**config.mk**
```make
export PLATFORM = sky130hd
export DESIGN_NAME = lsu_port
export DESIGN_NICKNAME = d
export VERILOG_FILES = /design/src/verilog/gpc_dmem_pkg.sv /design/src/verilog/lsu_port.sv
export SDC_FILE = /design/constraint.sdc
export NUM_CORES = 1
export LEC_CHECK = 0
export BUFFER_PORTS_ARGS = -buffer_cell sky130_fd_sc_hd__buf_4
export CAP_MARGIN = 20
export CORE_MARGIN = 2
export CORE_UTILIZATION = 35
export DETAILED_ROUTE_END_ITERATION = 12
export PLACE_DENSITY_LB_ADDON = 0.15
export SYNTH_ARGS = -nofsm -noshare
export SYNTH_HDL_FRONTEND = slang
export SYNTH_SLANG_ARGS = --single-unit
```
**constraint.sdc**
```tcl
create_clock -name clock -period 3.1 [get_ports clock]
set_input_delay 0.62 -clock clock [delete_from_list [all_inputs] [get_ports clock]]
set_output_delay 0.62 -clock clock [all_outputs]
set_load 0.03 [all_outputs]
```
**src/verilog/gpc_dmem_pkg.sv**
```systemverilog
// Data memory shared definitions

`default_nettype none

package gpc_dmem_pkg;

    // ------------------------------------------------------------
    // Widths
    // ------------------------------------------------------------

    // Data word
    localparam int WORD_WIDTH = 32;
    // Byte address, 4 KB of storage
    localparam int ADRS_WIDTH = 12;
    // Byte lanes per word
    localparam int NUM_BYTES  = WORD_WIDTH / 8;

    // ------------------------------------------------------------
    // Vector types
    // ------------------------------------------------------------

    typedef logic [WORD_WIDTH-1:0] word_t;
    typedef logic [ADRS_WIDTH-1:0] byte_addr_t;
    // Byte address without the two lane bits
    typedef logic [ADRS_WIDTH-3:0] word_addr_t;
    // One enable per byte lane
    typedef logic [NUM_BYTES-1:0]  byteena_t;
    typedef logic [1:0]            size_t;

    // Access size codes
    localparam size_t SIZE_BYTE = 2'd0;
    localparam size_t SIZE_HALF = 2'd1;
    localparam size_t SIZE_WORD = 2'd2;

    // ------------------------------------------------------------
    // Port bundles
    // ------------------------------------------------------------

    // Core load/store request
    typedef struct packed {
        logic       rd;          // load strobe
        logic       wr;          // store strobe
        byte_addr_t addr;
        size_t      size;
        logic       is_unsigned; // zero-extend on load
        word_t      data;        // store data, low-aligned
    } lsu_req_t;

    // One RAM port, word addressed
    typedef struct packed {
        word_addr_t addr;
        logic       wren;
        byteena_t   byteena;
        word_t      data;
    } mem_port_t;

endpackage

`default_nettype wire

```
**src/verilog/lsu_port.sv**
```systemverilog
// Load/store alignment port

`timescale 1ns/1ps
`default_nettype none

module lsu_port (
    input  logic                    clock,
    input  logic                    rst,
    // Core request
    input  gpc_dmem_pkg::lsu_req_t  lsu_req,
    // RAM port a
    output gpc_dmem_pkg::mem_port_t port_a,
    input  gpc_dmem_pkg::word_t     q_a,
    // Core results
    output gpc_dmem_pkg::word_t     load_data,
    output logic                    load_valid,
    output logic                    misaligned
);

    import gpc_dmem_pkg::*;

    // Request decode
    logic [1:0] offset;
    logic       access;
    logic       is_misaligned;

    // Store lanes
    byteena_t   store_be;
    word_t      store_data;

    // Load stage, one cycle behind the strobe
    logic [1:0] ld_offset;
    size_t      ld_size;
    logic       ld_unsigned;

    // Load extraction
    word_t      ld_shifted;
    logic       byte_fill;
    logic       half_fill;

    // ------------------------------------------------------------
    // Request decode
    // ------------------------------------------------------------

    // Lane of the first byte
    assign offset = lsu_req.addr[1:0];
    assign access = lsu_req.rd | lsu_req.wr;

    // Alignment by size
    always_comb begin
        case (lsu_req.size)
            SIZE_BYTE: is_misaligned = 1'b0;
            SIZE_HALF: is_misaligned = offset[0];
            SIZE_WORD: is_misaligned = (offset != 2'b00);
            // Unused size code is rejected too
            default:   is_misaligned = 1'b1;
        endcase
    end

    // ------------------------------------------------------------
    // Store path
    // ------------------------------------------------------------

    // Byte enables follow size and lane
    always_comb begin
        case (lsu_req.size)
            SIZE_BYTE: store_be = byteena_t'(4'b0001 << offset);
            SIZE_HALF: store_be = byteena_t'(4'b0011 << offset);
            default:   store_be = '1;
        endcase
    end

    // Low-aligned data moved up to its lanes
    assign store_data = lsu_req.data << {offset, 3'b000};

    // Address always driven so loads read every cycle
    always_comb begin
        port_a.addr    = lsu_req.addr[ADRS_WIDTH-1:2];
        // Only aligned stores reach the array
        port_a.wren    = lsu_req.wr & ~is_misaligned;
        port_a.byteena = store_be;
        port_a.data    = store_data;
    end

    // ------------------------------------------------------------
    // Load path
    // ------------------------------------------------------------

    // Control strobes
    always_ff @(posedge clock) begin
        if (rst) begin
            load_valid <= 1'b0;
            misaligned <= 1'b0;
        end else begin
            load_valid <= lsu_req.rd & ~is_misaligned;
            misaligned <= access & is_misaligned;
        end
    end

    // Selection info travels with the RAM read
    always_ff @(posedge clock) begin
        ld_offset   <= offset;
        ld_size     <= lsu_req.size;
        ld_unsigned <= lsu_req.is_unsigned;
    end

    // Addressed lane moved down to bit 0
    assign ld_shifted = q_a >> {ld_offset, 3'b000};

    // Sign bits, zero when unsigned
    assign byte_fill = ~ld_unsigned & ld_shifted[7];
    assign half_fill = ~ld_unsigned & ld_shifted[15];

    always_comb begin
        case (ld_size)
            SIZE_BYTE: load_data = {{(WORD_WIDTH-8){byte_fill}}, ld_shifted[7:0]};
            SIZE_HALF: load_data = {{(WORD_WIDTH-16){half_fill}}, ld_shifted[15:0]};
            // Full word, no shift needed
            default:   load_data = q_a;
        endcase
    end

    // ------------------------------------------------------------
    // Checks
    // ------------------------------------------------------------

    // Core never loads and stores at once
    rd_wr_exclusive: assert property (@(posedge clock) disable iff (rst)
        !(lsu_req.rd && lsu_req.wr))
        else $error("lsu_port: rd and wr both high at %0t", $time);

endmodule

`default_nettype wire

```
# Word level (Yosys, flattened, before mapping)

Index checks and enable logic that the tools add are counted.

Output and inout port bits: 81
Input port bits: 83
Word-level logic and storage cells: 26
Register bits after elaboration: 7

Bitwise operators: 8
Mux-type cells: 3
Shift-type cells: 4
Reduce and logical (&&, ||, !) cells: 3
Equal/unequal tests: 3

Operators by type and width:

| operator              | count |
|---|---|
| $pmux W32 S2          | 1 |
| $shl A32 B5 Y32       | 1 |
| $shr A32 B5 Y16       | 1 |
| $pmux W4 S2           | 1 |
| $and A1 B1 Y1         | 5 |
| $eq A2 B1 Y1 const B  | 2 |
| $logic_not A2 Y1      | 2 |
| $shl A1 B2 Y4 const A | 1 |
| $shl A2 B2 Y4 const A | 1 |
| $pmux W1 S3           | 1 |
| $eq A2 B2 Y1 const B  | 1 |
| $not A1 Y1            | 2 |
| $reduce_bool A2 Y1    | 1 |
| $or A1 B1 Y1          | 1 |

# Longest topological paths before layout

Gate-level depths: netlist (run 1).

Depth after elaboration: 4
Mapped depth: 5
Depth with buffers taken out: 3

# Worst setup path before layout (run 1)

OpenSTA, ideal clock, no wires.

Path type: register -> output
Start point: register ld_offset[0]
End point: output port load_data[13]
Arrival time: 2.025 ns
Required time: 2.480 ns
Slack: 0.455 ns
Cell stages (with the launch flop): 5
Path buffers: 1
Path through: dfxtp_1 -> buf_6 -> nor2b_1 -> a22oi_1 -> o311ai_0

Longest elaborated chain between the ends: 3

RTL lines:

| what                   | line            | text |
|---|---|---|
| start, declared        | lsu_port.sv:32  | `logic [1:0] ld_offset;` |
| start signal, assigned | lsu_port.sv:102 | `ld_offset <= offset;` |
| $shr A32 B5 Y16 (*)    | lsu_port.sv:108 | `assign ld_shifted = q_a >> {ld_offset, 3'b000};` |
| $and A1 B1 Y1          | lsu_port.sv:111 | `assign byte_fill = ~ld_unsigned & ld_shifted[7];` |
| $pmux W32 S2 (*)       | lsu_port.sv:115 | `case (ld_size)` |
| end, declared          | lsu_port.sv:15  | `output gpc_dmem_pkg::word_t load_data,` |

Mark *: on every way between the ends. The rest lies on a longest branch, timed or not.

# Worst setup path after layout (run 1)

Start point: input port q_a[15]
End point: output port load_data[20]

Longest elaborated chain between the ends: 3
Elaborated cells between the ends (all ways): 4
Classes of those cells: 1 x shift; 1 x mux; 2 x bitwise

RTL lines:

| what                                    | line                             | text |
|---|---|---|
| start, declared                         | lsu_port.sv:13                   | `input gpc_dmem_pkg::word_t q_a,` |
| $shr A32 B5 Y16 (*)                     | lsu_port.sv:108                  |  |
| $and A1 B1 Y1, on equally long branches | lsu_port.sv:112, lsu_port.sv:111 |  |
| $pmux W32 S2 (*)                        | lsu_port.sv:115                  |  |

Marked as above.

==> flow_metrics.tcl, run 1 <==
set metrics [dict create \
    cts_resized 0 \
    insertedDiodeCount 0 \
    yosysTopAreaCell "mux2i_1" \
    synth_cell_types 38 \
    pwr_density_cell_nw_per_um2 287.0 \
    ctsHtreeMaxLevel 1 \
    antenna_found_initial 0 \
    die-height_um 70.69 \
    hp-start "lsu_req[32]" \
    seq_area_frac_synth_pct 9.003 \
    irDropWorstVdd_mv 0.1663 \
    hold_viol 0 \
    cts_tree "built" \
    fin_crit_sh_pct 86.11 \
    place.gp.congestion 0.7648 \
    drt_wl_total_mm 5.416 \
    whs_path_depth 1 \
    ys_ff_latch 7 \
    drt_iter0_drc 82 \
    p_leak_nw 1.333 \
    setup_ws_ns 0.4305 \
    cts-root-buf "clkbuf_8" \
    final_cell_mix "147 x buf_4, 37 x nand2_1, 25 x o21ai_0" \
    netlist_area_um2 1556 \
    synth_top_area_share_pct 13.50 \
    synthesis.nets 308 \
    grt-ovfl-total 0 \
    status "finished clean" \
    grtUsageTotal_pct 19.59 \
    dp_slack_ns 0.4475 \
    synth_cells 225 \
    cts_buffers 3 \
    rsz0062_at_grt "no" \
    design_area_um2 2594 \
    cts_hold_buffers 0 \
    wl_per_cell_um 13.61 \
    clkTransAtPathRegs_ns 0.04 \
    final_layout_size_suffix_gt1_share_pct 46.24 \
    start_util_pct 36.00 \
    grt_start_max_net_pins 42 \
    grt_pass1_wl_mm 8.397 \
    required_ns 2.48 \
    dp_hpwl_mm 4.260 \
    ys.warnings.count 0 \
    max_cap_viol_count 0 \
    clockBufferDepth 2 \
    min_period_ns 2.670 \
    fin_util_pct 59.98 \
    criticalPathCategory "primary input to output port" \
    synthTopCellsByArea "mux2i_1 14%, dfxtp_1 9.0%, nand2_1 8.9%" \
    drc 0 \
    hold_class "primary input to flop" \
    tightest_slew_ns 0.6549 \
    core_um2 4324 \
    dpl.cell_count 394 \
    die_area_um2 4996 \
    final_max_slew_viol_count 0 \
    ios 164 \
    critPathArrivalTime_ns 2.05 \
    tns_ns 0 \
    min_to "ld_unsigned" \
    avgSynthCellArea_um2 6.918 \
    max_freq_mhz 374.6 \
    endpoint_kind "output port" \
    ant_nets 0 \
    slew_headroom_pct 56.34 \
    viasPerCell 5.176 \
    placed_cell_area_um2 2549 \
    total_power_mw 0.7445 \
    area_growth_pct 66.64 \
    layout.cells.non_filler 398 \
    fp.dieW_um 70.69 \
    routed-via-count 2060 \
    setup_violations 0 \
    std_cell_rows 24 \
    start_kind "primary input" \
    critPathMaxFanout 17 \
    final_common_cell "buf_4" \
    firstDrtPassIters 4 \
    hold-worst-slack_ns 0.5001 \
    first_global_vias 1888 \
    post_cts_buffers 0 \
    portBuffers 143 \
    nNetsFinal 430 \
    cts_sinks 7 \
]
cell families (layout without fill, tap and decap cells):
group,count (synthesis),count (layout),synth area share [%]
simple gates,79,79,24.52
compound gates,79,79,36.09
flops,7,7,9.003
mux,26,26,18.09
buf+inv,34,155,12.30
report_power, final:
part           internal, mW  switching (mW)
registers            0.0955         0.00679
logic                 0.219           0.299
clock network        0.0886          0.0353
worst max-delay path, cell delays in order:
cell	delay [ns]
buf_4	0.12
mux2_4	0.28
a221oi_4	0.61
o21ai_0	0.21
buf_4	0.20
layer usage:
metal  up-vias  track usage, %  part of all wire, %
met3         4           6.553                   11
met4         0           4.193                 0.59
met1       909           22.00                   38
met2        96           35.83                   50
met5         -               0                    0
li1       1051               -                    -
synthesized netlist by cell type (all sizes together):
| library cell | number |
|---|---|
| or2 | 2 |
| o21bai | 2 |
| inv | 4 |
| a21o | 1 |
| o211ai | 1 |
| a21oi | 11 |
| o2bb2ai | 5 |
| o211a | 5 |
| nor2b | 11 |
| nor3 | 1 |
| mux2 | 4 |
| mux4 | 1 |
| o31ai | 8 |
| a22oi | 3 |
| clkbuf | 11 |
| and3b | 1 |
| dfxtp | 7 |
| and2 | 9 |
| buf | 19 |
| o21ai | 27 |
| nand3b | 5 |
| a221oi | 2 |
| mux2i | 21 |
| a22o | 5 |
| o311ai | 1 |
| nand2 | 37 |
| nor2 | 11 |
| a211oi | 8 |
| nand4 | 1 |
| nand2b | 1 |
layout make-up:
class	instances	area, µm²
Timing Repair Buffer	147	1104
Sequential cell	7	140.1
Multi-Input combinational cell	184	1225
Fill cell	426	1730
Tap cell	52	65.06
Clock buffer	4	45.04
Inverter	4	15.01
state kept, by name, indices dropped and copies added, names as in the netlist:
signal	flops
ld_offset	2
ld_size	2
ld_unsigned	1
load_valid	1
misaligned	1
how the worst max path moves through the flow:
stage | from | end | depth (start not counted)
after floorplan | ld_offset[0] | load_data[13] | 4
after global placement | q_a[23] | load_data[15] | 5
after detailed placement | q_a[15] | load_data[16] | 5
after CTS | ld_offset[0] | load_data[16] | 5
after global routing | ld_offset[0] | load_data[20] | 5
final | q_a[15] | load_data[20] | 5
Note: power is estimated with default switching activity, not from simulation.
==> run 2, diff against run 1 <==
--- a/config.mk
+++ b/config.mk
@@ -5,6 +5,7 @@
 export SDC_FILE = /design/constraint.sdc
 export NUM_CORES = 1
 export LEC_CHECK = 0
+export ABC_AREA = 1
 export BUFFER_PORTS_ARGS = -buffer_cell sky130_fd_sc_hd__buf_4
 export CAP_MARGIN = 20
 export CORE_MARGIN = 2
==> run 2 against run 1 <==
Against the previous run:
- utilization decreased by 2.4 points
- sequential power about the same
- fmax grew 1.1%
- combinational power up 2%
==> flow_metrics.tcl, run 2 <==
set metrics [dict create \
    ant_nets 0 \
    insertedDiodeCount 0 \
    wl_met3_um 614 \
    rsz0062_at_grt "no" \
    grt_start_max_net_pins 25 \
    first_global_vias 2226 \
    whs_path_depth 1 \
    ys.warnings.count 0 \
    wl_met2_mm 3.095 \
    fin_crit_sh_pct 85.15 \
    tns_ns 0 \
    final_cell_mix "145 x buf_4, 87 x nand2_1, 41 x o21ai_0" \
    fill_cells 492 \
    grt_pass1_wl_mm 9.894 \
    final_layout_size_suffix_gt1_share_pct 39.00 \
    firstDrtPassIters 4 \
    irDropWorstVdd_mv 0.1688 \
    status "finished clean" \
    ys_top_cells_by_count "87 x nand2_1, 41 x o21ai_0, 39 x nor2_1" \
    crit_path_top_delay_cell "inv_1" \
    routed-via-count 2454 \
    design_area_um2 2704 \
    largestRegisters "ld_offset: 2 flops, ld_size: 2 flops" \
    synth-edff-count 0 \
    topRoutingLayerUsed "met4" \
    p_leak_nw 1.563 \
    yosys_most_used_dff "dfxtp_1" \
    max_freq_mhz 378.8 \
    hold_class "primary input to flop" \
    drc 0 \
    wl_per_cell_um 12.52 \
    area_growth_pct 59.72 \
    fin_util_pct 57.63 \
    ios 164 \
    hp-start "lsu_req[32]" \
    core_um2 4692 \
    place.gp.congestion 0.8049 \
    viasPerCell 4.958 \
    pwr_density_cell_nw_per_um2 278.6 \
    clkTransAtPathRegs_ns 0.04 \
    avgSynthCellArea_um2 5.307 \
    synth-async-reset-ratio_pct 0 \
    start_kind "primary input" \
    post_cts_buffers 0 \
    criticalPathCategory "primary input to output port" \
    yosys.cell_count.top_type "nand2_1" \
    critPathArrivalTime_ns 2.02 \
    antenna_found_initial 0 \
    endpoint_kind "output port" \
    min_period_ns 2.640 \
    yosysTopAreaCell "nand2_1" \
    fp.dieW_um 73.55 \
    max_stage_delay_ns 0.38 \
    seq_area_frac_synth_pct 8.278 \
    grt-ovfl-total 0 \
    synthTopCellsByArea "nand2_1 19%, o21ai_0 12%, nand3_1 9.2%" \
    synth_top_area_share_pct 19.29 \
    clockBufferDepth 2 \
    wl_met1_mm 2.424 \
    hold_viol 0 \
    cts_sinks 7 \
    cp_common_cell "buf_4" \
    ctsHtreeMaxLevel 1 \
    synth_cell_types 26 \
    std_cell_rows 25 \
    start_util_pct 36.08 \
    netlist_area_um2 1693 \
    synth_cells 319 \
    cts_resized 0 \
    min_to "ld_unsigned" \
    path_cells "buf_4, inv_1, nand2_1, nor2_1, a21oi_1, o21ai_1, buf_4" \
    total_power_mw 0.7533 \
    die-height_um 73.55 \
    portBuffers 143 \
    cts_hold_buffers 0 \
    grtUsageTotal_pct 22.34 \
    final_common_cell "buf_4" \
    nNetsFinal 525 \
    critPathMaxFanout 16 \
    cts_tree "built" \
    setup_violations 0 \
    slew_headroom_pct 64.39 \
    ys_ff_latch 7 \
    cts_buffers 3 \
    die_area_um2 5409 \
    tightest_slew_ns 0.5335 \
    placed_cell_area_um2 2659 \
    final_max_slew_viol_count 0 \
    dp_hpwl_mm 5.114 \
    synthesis.nets 402 \
    drt_wl_total_mm 6.199 \
    max_cap_viol_count 0 \
    required_ns 2.48 \
    drt_iter0_drc 121 \
    cts-root-buf "clkbuf_8" \
]
-- run 2: cell families after synthesis --
group	after synthesis	share of synthesized area (%)
buffers and inverters	66	20.18
and+or+nand+nor	178	49.74
AOI/OAI and AO/OA	68	21.80
DFF	7	8.278
-- run 2: worst max-delay path by stage --
stage | from | to | slack [ns]
2_1_floorplan | lsu_req[36] | port_a[27] | 0.85
3_3_place_gp | lsu_req[36] | port_a[26] | 0.50
3_5_place_dp | lsu_req[36] | port_a[26] | 0.48
4_1_cts | lsu_req[36] | port_a[26] | 0.48
5_1_grt | lsu_req[36] | port_a[29] | 0.29
6_report | lsu_req[36] | port_a[26] | 0.46
-- run 2: layout make-up --
cell class | count | area (µm²) | area share, %
repair buffers | 145 | 1089 | 40.26
inverters | 39 | 151.4 | 5.599
well taps | 54 | 67.56 | 2.499
clock buffers | 4 | 45.04 | 1.666
multi-input cells | 246 | 1211 | 44.79
flip-flops and latches | 7 | 140.1 | 5.183
-- run 2: per-stage QoR --
step           worst slack [ns]  hold slack (ns)  instances
2_1_floorplan            0.8495           0.6477        319
3_3_place_gp             0.4994           0.7253        491
3_5_place_dp             0.4844           0.7273        491
4_1_cts                  0.4829           0.4988        495
5_1_grt                  0.2907           0.4955        495
6_report                 0.4603           0.5000        495
-- run 2: worst max-delay path, delay by kind of cell --
kind	cells	cell delay, ns
buffers and inverters	3	0.74
AND/OR/NAND/NOR	2	0.49
AO/OA/AOI/OAI	2	0.17
-- run 2: per-layer routing --
metal / global-route usage, % / up-vias
met3: 6.036 / 6
met2: 40.67 / 105
met1: 26.01 / 1080
met5: 0 / -
met4: 4.444 / 0
li1: - / 1263
-- run 2: power breakdown --
group	total, mW	leakage, nW	internal, mW	switching [mW]
combinational	0.526	1.48	0.208	0.318
clock	0.123	0.0228	0.0886	0.0348
sequential	0.104	0.0587	0.0955	0.00848
